### src/include/muldiv_defines.svh
`ifndef MULDIV_DEFINES_SVH
`define MULDIV_DEFINES_SVH

// ---------------------------------------------------------------------------
// datapath widths
// ---------------------------------------------------------------------------

// operand and result word
`define MULDIV_XLEN 64

// transaction tag carried alongside every request
`define MULDIV_TAG_W 3

// divider pre-shift count
// must reach XLEN itself for a zero divisor
`define MULDIV_SHIFT_W 7

`endif

### src/rtl/lead_one_finder.sv
`timescale 1ns/1ps
`include "muldiv_defines.svh"

module lead_one_finder #(
    parameter int unsigned WIDTH = `MULDIV_XLEN
) (
    input  logic [WIDTH-1:0]         bits_i,
    output logic [$clog2(WIDTH)-1:0] index_o,
    output logic                     none_o
);

    localparam int unsigned IDX_W = $clog2(WIDTH);
    // heap of 2*WIDTH-1 nodes, leaves in the upper WIDTH slots
    localparam int unsigned NODES = 2 * WIDTH - 1;

    // tree only balances for a power of two
    if ((WIDTH < 2) || (WIDTH != (1 << IDX_W))) begin : g_bad_width
        $error("lead_one_finder WIDTH must be a power of two, at least 2");
    end

    logic [NODES-1:0]            sel_nodes;
    logic [NODES-1:0][IDX_W-1:0] idx_nodes;

    // -------------------------------------------------------------------------
    // select tree
    // -------------------------------------------------------------------------
    always_comb begin
        sel_nodes = '0;
        idx_nodes = '0;

        // leaf i sees bit i, ordered so the left child covers lower bits
        for (int unsigned i = 0; i < WIDTH; i++) begin
            sel_nodes[WIDTH-1+i] = bits_i[i];
            idx_nodes[WIDTH-1+i] = IDX_W'(i);
        end

        // walk up from the last inner node to the root
        for (int n = int'(WIDTH) - 2; n >= 0; n--) begin
            sel_nodes[n] = sel_nodes[2*n+1] | sel_nodes[2*n+2];
            // lower half wins when both sides hold a one
            idx_nodes[n] = sel_nodes[2*n+1] ? idx_nodes[2*n+1] : idx_nodes[2*n+2];
        end
    end

    // root carries the answer
    assign index_o = idx_nodes[0];
    // no leaf was set
    assign none_o  = ~sel_nodes[0];

endmodule

### config.mk
export PLATFORM = sky130hd
export DESIGN_NAME = lead_one_finder
export DESIGN_NICKNAME = d
export VERILOG_FILES = /design/src/rtl/lead_one_finder.sv
export VERILOG_INCLUDE_DIRS = /design/src /design/src/include
export SDC_FILE = /design/constraint.sdc
export NUM_CORES = 1
export LEC_CHECK = 0
export BUFFER_PORTS_ARGS = -buffer_cell sky130_fd_sc_hd__buf_2
export CORE_ASPECT_RATIO = 0.7
export CORE_MARGIN = 1
export CORE_UTILIZATION = 38
export DETAILED_ROUTE_END_ITERATION = 8
export PLACE_DENSITY = 0.88
export SKIP_LAST_GASP = 1
export SLEW_MARGIN = 20
export SYNTH_ARGS = -nofsm -noshare
export SYNTH_HDL_FRONTEND = slang
export SYNTH_SLANG_ARGS = --single-unit
### constraint.sdc
create_clock -name vclk -period 3.65
set_input_delay 1.095 -clock vclk [all_inputs]
set_output_delay 1.095 -clock vclk [all_outputs]
set_load 0.03 [all_outputs]
==> run summary, run 1 <==
Rows = 12
Worst setup endpoint GRT = index_o[0]
Synth cell types = 35
Maximum number of pins on one net before global-route repair = 6
Stopped at = global routing
Mapped Nets = 184
Die Height = 38.50 microns
Register area share after synthesis = 0%
Status = stopped before the end
Synthesized area = 723.2 sq um
IO Port Bufs = 71
WEP type = primary output
Error = [ERROR GRT-0232] Routing congestion too high. Check the congestion heatmap in the GUI.
Cells after synthesis = 120
Final GP Congestion = 0.8227
Postcts setup bufs = 0
Mean post-synth cell area = 6.027 sq um
# IOs = 71
Post-DP Area = 1292 sq um
Total track usage = 69.91%
Die width = 54.14 microns
GRT overflow = 1
Dpl hpwl = 2.704 mm
Syn. warnings = 0
Hold buffers post-CTS = 0
Initial Util = 43.01%
[metrics by stage]
stage,cells,setup slack (ps)
floorplan,120,-214.5
global placement,237,-88.98
detailed placement,237,-182.0
CTS,237,-19.01
[synth_stat cells]
cell / number / area share [%]
a21boi_0: 1 / 1.0
and2_1: 1 / 0.87
nor2_1: 21 / 11
a31o_2: 1 / 1.2
a311oi_1: 1 / 1.2
o21bai_1: 2 / 2.1
or4_1: 1 / 1.0
nand4_2: 1 / 1.7
nor4_4: 1 / 2.9
o31a_1: 1 / 1.2
or3_1: 1 / 0.87
or4_4: 1 / 1.6
nor2b_1: 5 / 4.3
o221ai_1: 1 / 1.2
a211oi_1: 1 / 1.0
nand2_1: 7 / 3.6
o31ai_1: 6 / 6.2
a221oi_1: 1 / 1.2
nor3_1: 9 / 6.2
o311a_1: 1 / 1.4
nand2b_4: 1 / 1.9
a2111oi_0: 2 / 2.4
nor4_1: 9 / 7.8
nand3_1: 2 / 1.4
nor4bb_1: 1 / 1.4
inv_1: 10 / 5.2
nand2b_1: 1 / 0.87
nor4_2: 3 / 5.2
and3_2: 1 / 1.0
nand3b_1: 1 / 1.0
o21ai_0: 8 / 5.5
a21oi_1: 14 / 9.7
o211a_1: 1 / 1.4
nor3_4: 1 / 2.2
a22oi_1: 1 / 1.0
[kinds of logic after synthesis]
kind of cell / count (synthesis) / share of synthesized area (%)
AO/OA/AOI/OAI: 42 / 37.89
AND/OR/NAND/NOR: 68 / 56.92
buffers and inverters: 10 / 5.191
[per-layer routing]
| layer | track usage (%) | GRT overflow |
|---|---|---|
| met1 | 63.39 | 0 |
| met2 | 87.50 | 1 |
| met3 | 66.67 | 0 |
| met4 | 67.31 | 0 |
| met5 | 13.33 | 0 |
[what timing repair did]
| action | CTS |
|---|---|
| setup endpoints to repair | 4 |
| gates resized for setup | 21 |
| pin swaps | 3 |
==> run 2, diff against run 1 <==
--- a/config.mk
+++ b/config.mk
@@ -7,11 +7,10 @@
 export NUM_CORES = 1
 export LEC_CHECK = 0
 export BUFFER_PORTS_ARGS = -buffer_cell sky130_fd_sc_hd__buf_2
-export CORE_ASPECT_RATIO = 0.7
-export CORE_MARGIN = 1
-export CORE_UTILIZATION = 38
+export CORE_AREA = 2 2 63 65
 export DETAILED_ROUTE_END_ITERATION = 8
-export PLACE_DENSITY = 0.88
+export DIE_AREA = 0 0 65 67
+export PLACE_DENSITY_LB_ADDON = 0.15
 export SKIP_LAST_GASP = 1
 export SLEW_MARGIN = 20
 export SYNTH_ARGS = -nofsm -noshare
==> run 2 against run 1 <==
  * The flow now finishes, with violations (negative setup slack)
  * Synthesized cell count unchanged
  * Area after synthesis is the same
==> run summary, run 2 <==
Max Slew Vio Count = 0
# IOs = 71
Die Height = 67 microns
Final cell count without fillers = 296
Post-Synth XOR/XNOR Area = 0%
Final setup vio count = 3
Critical Path AT = 2590 ps
Register area share after synthesis = 0%
Vias/cell = 4.655
Die width = 65 microns
Total track usage = 14.96%
Mapped Nets = 184
TritonRoute pass-1 iters = 5
WL per Instance = 10.93 microns
Syn. warnings = 0
Diodes inserted = 0
CP Capture Type = output port
Clkbuf count = 0
IO Port Bufs = 71
Hold buffers post-CTS = 0
Compound-Gate Fraction of Synth Area = 37.89%
Fin crit period = 3687 ps
Layout cells sized above 1 = 62.10%
Crit share post-route = 101.0%
Post-Route WL = 3.234 mm
Mean post-synth cell area = 6.027 sq um
Most frequent cells in the layout = buf_2, buf_4, nor2_1, a21oi_1, inv_1
Rows = 22
Post-synthesis adder-cell area fraction = 0%
Placed cell count = 295
P per Cell Area = 79.49 nW/um^2
Max_cap viols = 0
Initial antenna violation count = 0
First-pass GRT wire length = 5.423 mm
Setup ws final = -37.40 ps
Mux contribution to synthesized area = 0%
Final GP Congestion = 0.7876
Nets = 314
Initial DRC Count = 36
Worst EP required = 2550 ps
Routed via count = 1378
Die area = 4355 sq um
Num sequential = 0
WS Path Type = input port to output port
Post-synth top area share = 10.90%
Peak VDD IR = 33.22 uV
Post-DP Area = 1559 sq um
RSZ-0062 raised after global routing = yes
Final Hold Fails = 0
Synthesized area = 723.2 sq um
Status = complete, but fails checks
Design area = 1764 sq um
Core area = 3606 sq um
Pwr Total = 0.1402 mW
Post-synth top cells = nor2_1, a21oi_1, inv_1
Critical Path Fanout Max = 2
Largest family of logic cells by synthesized area = simple AND/OR/NAND/NOR gates
Dpl hpwl = 2.732 mm
Most common cell in the synthesized netlist = nor2_1
Final ANT Viol Nets = 0
Synth cell types = 35
Commonest non-fill, non-tap cell in the layout = buf_2
Failing checks = negative setup slack
Fmax = 271.2 MHz
Cells after synthesis = 120
Cell taking the most area after synthesis = nor2_1
Sequential cell area = 0 sq um
DRC Markers = 0
Crit start category = input port
Area Growth Syn to Fin = 143.9%
Synth Area in Simple Gates = 56.92%
Vias in the first global route = 1309
Worst Tran Pin Value = 358.2 ps
GRT overflow = 0
Synth top area cells = nor2_1, a21oi_1, nor4_1
Initial Util = 20.06%
Maximum number of pins on one net before global-route repair = 6
P_leak = 0.8690 nW
Worst min path class = input port to output port
Rel. slew slack = 75.92%
Fillers = 380
## run 2: cell counts after synthesis
Identical to the previous run, type by type.
## run 2: power by group
group	leakage, nW	internal, mW	switching, mW	total (mW)
sequential	0	0	0	0
clock	0	0	0	0
combinational	0.869	0.0775	0.0627	0.140
total	0.869	0.0775	0.0627	0.140
## run 2: what timing repair did
item / in CTS / in global routing
cloned: 0 / 0
resized for setup: 28 / 11
pin swaps: 10 / 5
setup endpoints to repair: 5 / 5
setup buffers: 1 / 2
## run 2: logic make-up after synthesis
logic type / count (synthesis)
AOI/OAI and AO/OA: 42
and+or+nand+nor: 68
buffers and inverters: 10
## run 2: stage by stage
step                      worst slack [ps]  utilization (%)  TNS [ps]  hold slack, ps
after global routing                -80.68            48.92    -292.7            2601
after detailed placement            -225.6            43.23    -536.3            2639
after global placement              -297.9            43.23    -634.5            2642
after floorplan                     -214.5                -    -287.7            2371
final                               -37.40            48.92    -65.36            2582
after CTS                           -37.17            46.81    -49.48            2615
## run 2: routing by layer
layer | wire length, microns | track usage (%) | up-vias
met5 | 0 | 0 | -
met1 | 1415 | 19.22 | 613
met2 | 1655 | 29.12 | 39
li1 | - | - | 726
met3 | 163 | 0.5068 | 0
met4 | 0 | 0 | 0
## run 2: area by class of cell
type	instances	area, sq um	share of cell area [%]
Tap cell	48	60.06	3.404
Multi-Input combinational cell	110	829.5	47.02
Inverter	10	37.54	2.128
Timing Repair Buffer	128	837.1	47.45
## run 2: critical path: stages
cell      delay, ps
buf_6            90
or4_4           520
nand2b_4        170
nor3_4          170
o31ai_1          90
o311a_1         300
buf_6           140
## run 2: worst paths after layout
path  startpoint         end  slack (ps)  cells past startpoint
min   bits_i[63]      none_o        2580                      4
max   bits_i[22]  index_o[0]         -40                      7
Power figures use the tool's default switching activity.
