`src/include/muldiv_defines.svh`:
```
`ifndef MULDIV_DEFINES_SVH
`define MULDIV_DEFINES_SVH

// ---------------------------------------------------------------------------
// datapath widths
// ---------------------------------------------------------------------------

// operand and result word
`define MULDIV_XLEN 64

// transaction tag carried alongside every request
`define MULDIV_TAG_W 3

// divider pre-shift count
// must reach XLEN itself for a zero divisor
`define MULDIV_SHIFT_W 7

`endif

```
`src/rtl/muldiv_pkg.sv`:
```
`include "muldiv_defines.svh"

package muldiv_pkg;

    // operand / result word
    typedef logic [`MULDIV_XLEN-1:0] xlen_t;

    // tag returned unchanged with the result
    typedef logic [`MULDIV_TAG_W-1:0] tag_t;

    // divider pre-shift and iteration count
    typedef logic [`MULDIV_SHIFT_W-1:0] shift_t;

    // operation select
    // low half of the encoding is the multiplier, high half the divider
    typedef enum logic [2:0] {
        MUL    = 3'd0,
        MULH   = 3'd1,
        MULHU  = 3'd2,
        MULHSU = 3'd3,
        DIV    = 3'd4,
        DIVU   = 3'd5,
        REM    = 3'd6,
        REMU   = 3'd7
    } muldiv_op_e;

    // serial divider FSM
    typedef enum logic [1:0] {
        DIV_IDLE = 2'd0,
        DIV_BUSY = 2'd1,
        DIV_DONE = 2'd2
    } div_state_e;

endpackage

```
`src/rtl/serial_divider.sv`:
```
`timescale 1ns/1ps
`include "muldiv_defines.svh"

module serial_divider (
    input  logic              clk_i,
    input  logic              rst_ni,
    input  logic              in_valid_i,
    input  muldiv_pkg::tag_t   tag_i,
    input  muldiv_pkg::xlen_t  dividend_i,
    input  muldiv_pkg::xlen_t  divisor_shifted_i,
    input  muldiv_pkg::shift_t shift_i,
    input  logic              divisor_zero_i,
    input  logic              divisor_neg_i,
    input  logic              signed_i,
    input  logic              rem_i,
    input  logic              out_ready_i,
    output logic              in_ready_o,
    output logic              out_valid_o,
    output muldiv_pkg::tag_t   tag_o,
    output muldiv_pkg::xlen_t  result_o
);

    localparam int unsigned XLEN = `MULDIV_XLEN;

    muldiv_pkg::div_state_e state_q;
    muldiv_pkg::div_state_e state_d;

    // A holds the running remainder, B the shifted divisor
    muldiv_pkg::xlen_t a_q;
    muldiv_pkg::xlen_t b_q;
    // quotient bits enter from the top, so it ends up reversed
    muldiv_pkg::xlen_t quot_q;
    muldiv_pkg::tag_t  tag_q;

    muldiv_pkg::shift_t cnt_q;
    muldiv_pkg::shift_t cnt_d;
    logic               cnt_zero;

    // flags captured with the request
    logic rem_q;
    logic comp_inv_q;
    logic res_neg_q;
    logic zero_q;
    logic res_neg_d;

    // FSM controls
    logic load;
    logic a_en;
    logic b_en;
    logic quot_en;

    // datapath
    logic              ab_geq;
    logic              add_sel;
    muldiv_pkg::xlen_t add_lhs;
    muldiv_pkg::xlen_t add_rhs;
    muldiv_pkg::xlen_t add_out;
    muldiv_pkg::xlen_t b_next;
    muldiv_pkg::xlen_t quot_rev;
    muldiv_pkg::xlen_t out_sel;

    // -------------------------------------------------------------------------
    // datapath
    // -------------------------------------------------------------------------

    // on load the adder forms +a or -a
    // negate when a signed op has operands of opposite sign
    assign add_sel = load & ~(signed_i & (dividend_i[XLEN-1] ^ divisor_neg_i));
    assign add_lhs = load ? '0 : a_q;
    assign add_rhs = load ? dividend_i : b_q;
    assign add_out = add_sel ? (add_lhs + add_rhs) : (add_lhs - add_rhs);

    // B walks right, refilled with its sign for a negative divisor
    assign b_next = load ? divisor_shifted_i : {comp_inv_q, b_q[XLEN-1:1]};

    // |A| >= |B|
    // with a negative divisor both sit in the upper half, so the order flips
    // a zero remainder never subtracts, except for the zero divisor
    assign ab_geq = ((a_q == b_q) | ((a_q > b_q) ^ comp_inv_q)) & ((|a_q) | zero_q);

    assign quot_rev = {<<{quot_q}};
    assign out_sel  = rem_q ? a_q : quot_rev;
    // final sign fix
    assign result_o = res_neg_q ? -out_sel : out_sel;

    // negate only when signs differ
    // quotient of a zero divisor stays all ones
    assign res_neg_d = (~divisor_zero_i | rem_i) & signed_i
                     & (dividend_i[XLEN-1] ^ divisor_neg_i);

    // -------------------------------------------------------------------------
    // iteration counter
    // -------------------------------------------------------------------------
    assign cnt_zero = (cnt_q == '0);
    assign cnt_d    = load     ? shift_i :
                      cnt_zero ? cnt_q   : cnt_q - 1'b1;

    // -------------------------------------------------------------------------
    // FSM
    // -------------------------------------------------------------------------
    always_comb begin
        state_d     = state_q;
        in_ready_o  = 1'b0;
        out_valid_o = 1'b0;
        load        = 1'b0;
        a_en        = 1'b0;
        b_en        = 1'b0;
        quot_en     = 1'b0;

        case (state_q)
            muldiv_pkg::DIV_IDLE: begin
                in_ready_o = 1'b1;
                if (in_valid_i) begin
                    load    = 1'b1;
                    a_en    = 1'b1;
                    b_en    = 1'b1;
                    state_d = muldiv_pkg::DIV_BUSY;
                end
            end
            // shift+1 compare/subtract steps
            muldiv_pkg::DIV_BUSY: begin
                a_en    = ab_geq;
                b_en    = 1'b1;
                quot_en = 1'b1;
                if (cnt_zero) begin
                    state_d = muldiv_pkg::DIV_DONE;
                end
            end
            // hold until the port is free
            muldiv_pkg::DIV_DONE: begin
                out_valid_o = 1'b1;
                if (out_ready_i) begin
                    state_d = muldiv_pkg::DIV_IDLE;
                end
            end
            default: begin
                state_d = muldiv_pkg::DIV_IDLE;
            end
        endcase
    end

    // -------------------------------------------------------------------------
    // registers
    // -------------------------------------------------------------------------
    always_ff @(posedge clk_i or negedge rst_ni) begin
        if (!rst_ni) begin
            state_q    <= muldiv_pkg::DIV_IDLE;
            cnt_q      <= '0;
            rem_q      <= 1'b0;
            comp_inv_q <= 1'b0;
            res_neg_q  <= 1'b0;
            zero_q     <= 1'b0;
        end else begin
            state_q <= state_d;
            cnt_q   <= cnt_d;
            if (load) begin
                rem_q      <= rem_i;
                comp_inv_q <= divisor_neg_i;
                res_neg_q  <= res_neg_d;
                zero_q     <= divisor_zero_i;
            end
        end
    end

    always_ff @(posedge clk_i) begin
        if (a_en) begin
            a_q <= add_out;
        end
        if (b_en) begin
            b_q <= b_next;
        end
        if (load) begin
            quot_q <= '0;
            tag_q  <= tag_i;
        end else if (quot_en) begin
            quot_q <= {ab_geq, quot_q[XLEN-1:1]};
        end
    end

    assign tag_o = tag_q;

    // -------------------------------------------------------------------------
    // assertions
    // -------------------------------------------------------------------------

    // upstream must wait for idle
    a_in_idle: assert property (@(posedge clk_i) disable iff (!rst_ni)
        in_valid_i |-> (state_q == muldiv_pkg::DIV_IDLE))
        else $error("divider request outside DIV_IDLE");

    // stalled result stays put
    a_done_hold: assert property (@(posedge clk_i) disable iff (!rst_ni)
        ((state_q == muldiv_pkg::DIV_DONE) && !out_ready_i)
        |=> ((state_q == muldiv_pkg::DIV_DONE) && $stable(tag_o) && $stable(result_o)))
        else $error("divider result changed while waiting");

endmodule

```
`config.mk`:
```
export PLATFORM = sky130hd
export DESIGN_NAME = serial_divider
export DESIGN_NICKNAME = d
export VERILOG_FILES = /design/src/rtl/muldiv_pkg.sv /design/src/rtl/serial_divider.sv
export VERILOG_INCLUDE_DIRS = /design/src /design/src/include
export SDC_FILE = /design/constraint.sdc
export NUM_CORES = 1
export LEC_CHECK = 0
export ABC_AREA = 0
export BUFFER_PORTS_ARGS = -buffer_cell sky130_fd_sc_hd__buf_4
export CORE_MARGIN = 4
export CORE_UTILIZATION = 40
export CTS_BUF_LIST = sky130_fd_sc_hd__clkbuf_16
export DETAILED_ROUTE_END_ITERATION = 7
export MAX_ROUTING_LAYER = met4
export PLACE_DENSITY_LB_ADDON = 0.15
export SYNTH_ARGS = -nofsm -noshare
export SYNTH_HDL_FRONTEND = slang
export SYNTH_SLANG_ARGS = --single-unit
```
`constraint.sdc`:
```
create_clock -name clk_i -period 6.13 [get_ports clk_i]
set_input_delay 0.613 -clock clk_i [delete_from_list [all_inputs] [get_ports clk_i]]
set_output_delay 0.613 -clock clk_i [all_outputs]
set_load 0.1 [all_outputs]
```
# ---- After elaboration in Yosys (flattened, before gate mapping)
# Cells that the tools add are included.
dict set report totals {
  word_cells 57
  output_inout_bits 69
  ff_bits 208
}
dict set report op_classes {
  bitwise_logic 12
  n_reduce_logical 4
  order_cmp 1
  mux 19
  n_eq_ne 7
  addsub 4
}
# cell n
set op_table {}
lappend op_table {{$mux 64} 6}
lappend op_table {{$add 64x64->64} 1}
lappend op_table {{$eq 64x64->1} 1}
lappend op_table {{$gt 64x64->1} 1}
lappend op_table {{$neg 64->64} 1}
lappend op_table {{$reduce_or 64->1} 1}
lappend op_table {{$sub 64x64->64} 1}
lappend op_table {{$mux 7} 2}
lappend op_table {{$logic_not 7->1} 1}
lappend op_table {{$sub 7x1->7 const B} 1}
lappend op_table {{$mux 2} 3}
lappend op_table {{$ne 2x2->1 const B} 3}
lappend op_table {{$pmux 2 s3} 1}
lappend op_table {{$and 1x1->1} 5}
lappend op_table {{$mux 1} 5}
lappend op_table {{$pmux 1 s2} 2}
lappend op_table {{$or 1x1->1} 3}
lappend op_table {{$reduce_and 3->1} 1}
lappend op_table {{$eq 2x1->1 const B} 1}
lappend op_table {{$eq 2x2->1 const B} 1}
lappend op_table {{$logic_not 2->1} 1}
lappend op_table {{$ne 2x1->1 const B} 1}
lappend op_table {{$not 1->1} 2}
lappend op_table {{$xor 1x1->1} 2}

# ---- Longest topological paths before layout
dict set report logic_depth {
  word_depth 5
  ltp_mapped 23
  ltp_nobuf 20
}

# ---- Worst setup path after synthesis
# Ideal clock, no wire load.
dict set report synth_timing {
  kind {register to output}
  from {register rem_q}
  to {output port result_o[62]}
  path_slack_ns -0.272
  arrival_ns 5.789
  stages_incl_launch_ff 20
  path_buffers 9
  t_required_ns 5.517
  path_cell_list {dfrtp_1 -> buf_2 -> buf_2 -> buf_2 -> buf_1 -> buf_2 -> buf_2 -> buf_2 -> clkbuf_1 -> buf_2 -> mux2i_1 -> ha_1 -> o21ai_0 -> nor3_1 -> nand4b_1 -> nand4b_1 -> nor3_1 -> o21ai_1 -> o31ai_1 -> xor2_1}
}
dict set report synth_via {
  elab_chain_cells 3
}
# element line_no
set synth_rtl {}
lappend synth_rtl {{from (decl)} serial_divider.sv:40} ;# logic rem_q;
lappend synth_rtl {{from (signal assigned)} serial_divider.sv:157} ;# rem_q <= rem_i;
lappend synth_rtl {{$mux 64 (*)} serial_divider.sv:82} ;# assign out_sel = rem_q ? a_q : quot_rev;
lappend synth_rtl {{$neg 64->64} serial_divider.sv:84} ;# assign result_o = res_neg_q ? -out_sel : out_sel;
lappend synth_rtl {{$mux 64 (*)} serial_divider.sv:84}
lappend synth_rtl {{to (decl)} serial_divider.sv:20} ;# output muldiv_pkg::xlen_t result_o
# Every way passes the cells marked *; elsewhere a longest branch is shown, timed or not.

# ---- Worst setup path in the final report
dict set report layout_timing {
  from {register state_q[0]}
  to {register a_q[61] (data pin)}
}
dict set report layout_via {
  elab_chain_cells 5
}
# element line_no
set layout_rtl {}
lappend layout_rtl {{from (decl)} serial_divider.sv:25} ;# muldiv_pkg::div_state_e state_q;
lappend layout_rtl {{from (signal assigned)} serial_divider.sv:147} ;# state_q <= muldiv_pkg::DIV_IDLE;
lappend layout_rtl {{from (signal assigned)} serial_divider.sv:154} ;# state_q <= state_d;
lappend layout_rtl {{$logic_not 2->1 (*)} serial_divider.sv:110} ;# case (state_q)
lappend layout_rtl {{$mux 1 (*)} serial_divider.sv:110}
lappend layout_rtl {{$mux 64 (on tied branches)} {serial_divider.sv:69, serial_divider.sv:70}}
lappend layout_rtl {{$sub 64x64->64 / $add 64x64->64 (equally long branches)} serial_divider.sv:71} ;# assign add_out = add_sel ? (add_lhs + add_rhs) : (add_lhs - add_rhs);
lappend layout_rtl {{$mux 64 (*)} serial_divider.sv:71}
lappend layout_rtl {{net add_out[61]} serial_divider.sv:57} ;# muldiv_pkg::xlen_t add_out;
lappend layout_rtl {{to (signal assigned)} serial_divider.sv:167} ;# a_q <= add_out;
lappend layout_rtl {{to (decl)} serial_divider.sv:29} ;# muldiv_pkg::xlen_t a_q;
# Mark *: on every way through the listed nets, which the timed path passes. The rest lies on a longest branch.
# A chain may end at the register's enable or synchronous reset.

==> metrics.txt <==
# TYPE chip_impl_metric gauge
chip_impl_info{name="outcome",value="complete, no violations"} 1
chip_impl_metric{name="antenna_violations_before_repair",unit=""} 4
chip_impl_metric{name="cp_data_arrival_time",unit="ns"} 6.25
chip_impl_info{name="hp_start",value="tag_i[2]"} 1
chip_impl_metric{name="hold_viol_final",unit=""} 0
chip_impl_metric{name="synth-edff-count",unit=""} 131
chip_impl_metric{name="period_needed",unit="ns"} 5.90
chip_impl_metric{name="syn-cell-area",unit="µm²"} 18900
chip_impl_metric{name="max_clock_freq",unit="MHz"} 169
chip_impl_info{name="endpoint_kind_of_the_worst_setup_timing_path",value="flop"} 1
chip_impl_metric{name="drt-initial-drc-count",unit=""} 1468
chip_impl_info{name="critPathLaunch",value="state_q[0]$_DFFE_PN0P_"} 1
chip_impl_metric{name="htree_levels",unit=""} 1
chip_impl_metric{name="final_area",unit="µm²"} 22600
chip_impl_metric{name="io-pin-count",unit=""} 215
chip_impl_info{name="critPathMostFrequentCell",value="buf_4"} 1
chip_impl_metric{name="final_total_negative_setup_slack",unit="ns"} 0
chip_impl_metric{name="worst-slew-pin-transition",unit="ns"} 1.04
chip_impl_metric{name="routed_wire_length_per_instance",unit="µm"} 22.0
chip_impl_metric{name="yosys_warnings",unit=""} 0
chip_impl_metric{name="nets",unit=""} 2786
chip_impl_metric{name="post_dp_cell_area",unit="µm²"} 21500
chip_impl_metric{name="synthesis.instances",unit=""} 2287
chip_impl_metric{name="via_count_of_the_first_global_routing_pass",unit=""} 17565
chip_impl_metric{name="largest_net_degree_at_the_start_of_global_routing",unit=""} 100
chip_impl_metric{name="drive_gt1_share",unit="%"} 16.2
chip_impl_metric{name="clock-sinks",unit=""} 208
chip_impl_metric{name="slew_headroom",unit="%"} 30.9
chip_impl_metric{name="cts_made_buffers",unit=""} 30
chip_impl_metric{name="synthesis.nets",unit=""} 2577
chip_impl_metric{name="initial_utilization",unit="%"} 40.6
chip_impl_metric{name="crit_path_max_fanout",unit=""} 7
chip_impl_metric{name="floorplan.die_area",unit="µm²"} 50900
chip_impl_info{name="worst_path_max_delay_cell",value="dfrtp_1"} 1
chip_impl_metric{name="post-route-period-util",unit="%"} 96.3
chip_impl_metric{name="place.gp.congestion",unit=""} 0.968
chip_impl_metric{name="grt.total_usage",unit="%"} 26.4
chip_impl_info{name="clk_root_buffer_cell",value="clkbuf_16"} 1
chip_impl_info{name="crit-reg2reg-launch",value="state_q[0]$_DFFE_PN0P_"} 1
chip_impl_metric{name="ff2ff_setup_slack",unit="ns"} 0.23
chip_impl_metric{name="drc",unit=""} 0
chip_impl_metric{name="viasPerCell",unit=""} 5.82
chip_impl_metric{name="placement_rows",unit=""} 79
chip_impl_metric{name="postSynth.asyncResetShare",unit="%"} 6.25
chip_impl_info{name="synthFlopType",value="edfxtp_1"} 1
chip_impl_metric{name="num_vias",unit=""} 18191
chip_impl_metric{name="clock_latency",unit="ns"} 0.60
chip_impl_info{name="hold_class",value="primary input to flop"} 1
chip_impl_info{name="crit_path_launch_type",value="flop"} 1
chip_impl_metric{name="total_area_of_multi_input_combinational_cells",unit="µm²"} 12700
chip_impl_metric{name="first_pass_detailed_route_iteration_total",unit=""} 6
chip_impl_metric{name="cts.path.max_buffers",unit=""} 3
chip_impl_metric{name="syn_avg_cell_area",unit="µm²"} 8.28
chip_impl_metric{name="port_buffers",unit=""} 214
chip_impl_metric{name="final-seq-area",unit="µm²"} 5550
chip_impl_info{name="worstPathCellList",value="or3b_4, buf_12, buf_4, mux2i_2, and2_1, and4_1, nand2_1, o31ai_1, a21oi_1, nor2_1, xor2_1, ha_1, a21o_1, o21bai_1, a221oi_2, buf_4, nand2b_1, nand3_1, a2111o_1, a31o_2, a221oi_1, xnor2_1"} 1
chip_impl_metric{name="reg2reg_path_depth",unit=""} 22
chip_impl_metric{name="post_synth_num_cell_types",unit=""} 83
chip_impl_metric{name="setup_viol",unit=""} 0
chip_impl_metric{name="max_cap_violations",unit=""} 0
chip_impl_metric{name="syn2layout_area_growth",unit="%"} 19.5
chip_impl_metric{name="slew_viol_final",unit=""} 0
chip_impl_metric{name="worst_ep_required_time",unit="ns"} 6.47
chip_impl_metric{name="setup_ws",unit="ns"} 0.225
chip_impl_metric{name="sequential_area_share_after_synthesis",unit="%"} 29.3
chip_impl_info{name="cts_tree",value="built"} 1
chip_impl_metric{name="detailedPlacementHpwl",unit="mm"} 53.2
chip_impl_metric{name="core_region_area",unit="µm²"} 46700
chip_impl_metric{name="yosys_register_bits",unit=""} 208
chip_impl_info{name="worst_setup_path_endpoint",value="a_q[61]$_DFFE_PP_"} 1
chip_impl_info{name="worstReg2RegEnd",value="a_q[61]$_DFFE_PP_"} 1
chip_impl_metric{name="cp_slowest_stage_delay",unit="ns"} 0.56
chip_impl_metric{name="clock-skew-final",unit="ns"} 0.0147
chip_impl_metric{name="route.antenna.remaining_nets",unit=""} 0
chip_impl_metric{name="routed_wirelength",unit="mm"} 68.8
chip_impl_metric{name="grt_overflow",unit=""} 0
chip_impl_metric{name="path_clk_slew",unit="ns"} 0.06
chip_impl_metric{name="placement.setup.worst_slack",unit="ns"} -0.0999
chip_impl_metric{name="fillCellCount",unit=""} 4550
chip_impl_metric{name="grt_pass1_wl",unit="mm"} 103
chip_impl_info{name="path_class",value="flop to flop"} 1
chip_impl_metric{name="die_height",unit="µm"} 226
chip_impl_metric{name="die_w",unit="µm"} 226
-- worst min path at each step --
stage | endpoint | slack [ns] | depth (start not counted)
2_1_floorplan | cnt_q[0]$_DFFE_PN0P_ | 0.32 | 0
3_3_place_gp | quot_q[0]$_SDFFE_PN0P_ | 0.46 | 1
3_5_place_dp | quot_q[0]$_SDFFE_PN0P_ | 0.46 | 1
4_1_cts | tag_o[2]$_DFFE_PN_ | 0.17 | 1
5_1_grt | tag_o[0]$_DFFE_PN_ | 0.19 | 1
6_report | tag_o[2]$_DFFE_PN_ | 0.20 | 1
-- cells in the final DEF, fill, tap and decap left out, types with 14 or more instances in the layout --
master / count
nand3_1: 42
or3_1: 18
nor3_1: 97
nor4_1: 25
inv_1: 97
mux2_2: 17
dfxtp_1: 64
a31oi_1: 23
ha_1: 143
mux2i_1: 66
o31ai_1: 14
nor3b_1: 17
a21o_1: 77
nand2_1: 221
edfxtp_1: 131
nand4_1: 44
nor2_1: 172
o21ai_0: 149
and2_1: 69
clkbuf_16: 31
a21oi_1: 183
xor2_1: 86
xnor2_1: 137
buf_4: 283
a22o_1: 64
-- critical path, delay by kind of cell, from the launching register on --
family | cells | cell delay (ns)
multiplexers | 1 | 0.30
XOR/XNOR | 2 | 0.32
flip-flops | 1 | 0.56
buffers and inverters | 3 | 0.50
AO/OA/AOI/OAI | 8 | 2.21
AND/OR/NAND/NOR | 7 | 1.41
adder cells (fa/ha/maj) | 1 | 0.32
-- cell type report --
cell class	count	share of cell area [%]
Clock buffer	31	3.43
Sequential cell	208	24.5
Timing Repair Buffer	292	10.1
Antenna cell	1	0.0111
Multi-Input combinational cell	1869	56.1
Tap cell	607	3.36
Clock inverter	24	0.852
Inverter	95	1.61
-- Yosys cell counts, drive strengths merged (69+ instances only) --
cell,count,area [µm²]
and2,70,438
xnor2,137,1200
edfxtp,131,3930
clkbuf,82,309
inv,95,357
a21o,77,578
o21ai,150,751
ha,143,1790
nand2,221,830
xor2,94,823
nor2,172,646
nor3,99,512
mux2i,69,698
a21oi,184,921
-- kinds of logic (layout without fill, tap and decap cells) --
family          count (synthesis)  after routing  share of synthesized area, %
simple gates                  795            796                          20.9
compound gates                612            612                          20.5
xor+xnor                      231            231                          10.7
buf+inv                       211            442                          4.38
flops                         208            208                          29.3
fa+ha+maj                     144            144                          9.56
mux                            86             86                          4.70
other cells                     0              1                             0
-- layer usage --
| layer | wire length (µm) | vias to the layer above | GRT usage, % |
|---|---|---|---|
| met5 | 0 | - | - |
| met4 | 1270 | 0 | 4.86 |
| met2 | 30600 | 627 | 40.5 |
| met1 | 32300 | 8761 | 38.1 |
| li1 | - | 8719 | - |
| met3 | 4640 | 84 | 3.04 |
-- through the flow --
step                std cells  util (%)  hold slack [ns]
finish                   3127      48.5            0.198
floorplan                2287         -            0.317
detailed placement       3063      46.0            0.461
global placement         3063      46.0            0.462
global route             3127      48.5            0.185
CTS                      3119      48.1            0.174
-- registers in the layout, indices dropped and copies added (netlist names) --
name	count
a_q	64
b_q	64
cnt_q	7
comp_inv_q	1
quot_q	64
rem_q	1
res_neg_q	1
state_q	2
tag_o	3
zero_q	1
-- repair_timing --
| item | CTS | global route |
|---|---|---|
| buffers inserted | 0 | 6 |
| setup endpoints to repair | 0 | 13 |
| hold buffers | 1 | 0 |
| resized for setup | 0 | 11 |
| endpoints found under the hold margin | 13 | 0 |
Power is left out: the tool's default activity adds up to more than one toggle a clock period on the data nets, which glitch-free logic cannot reach.
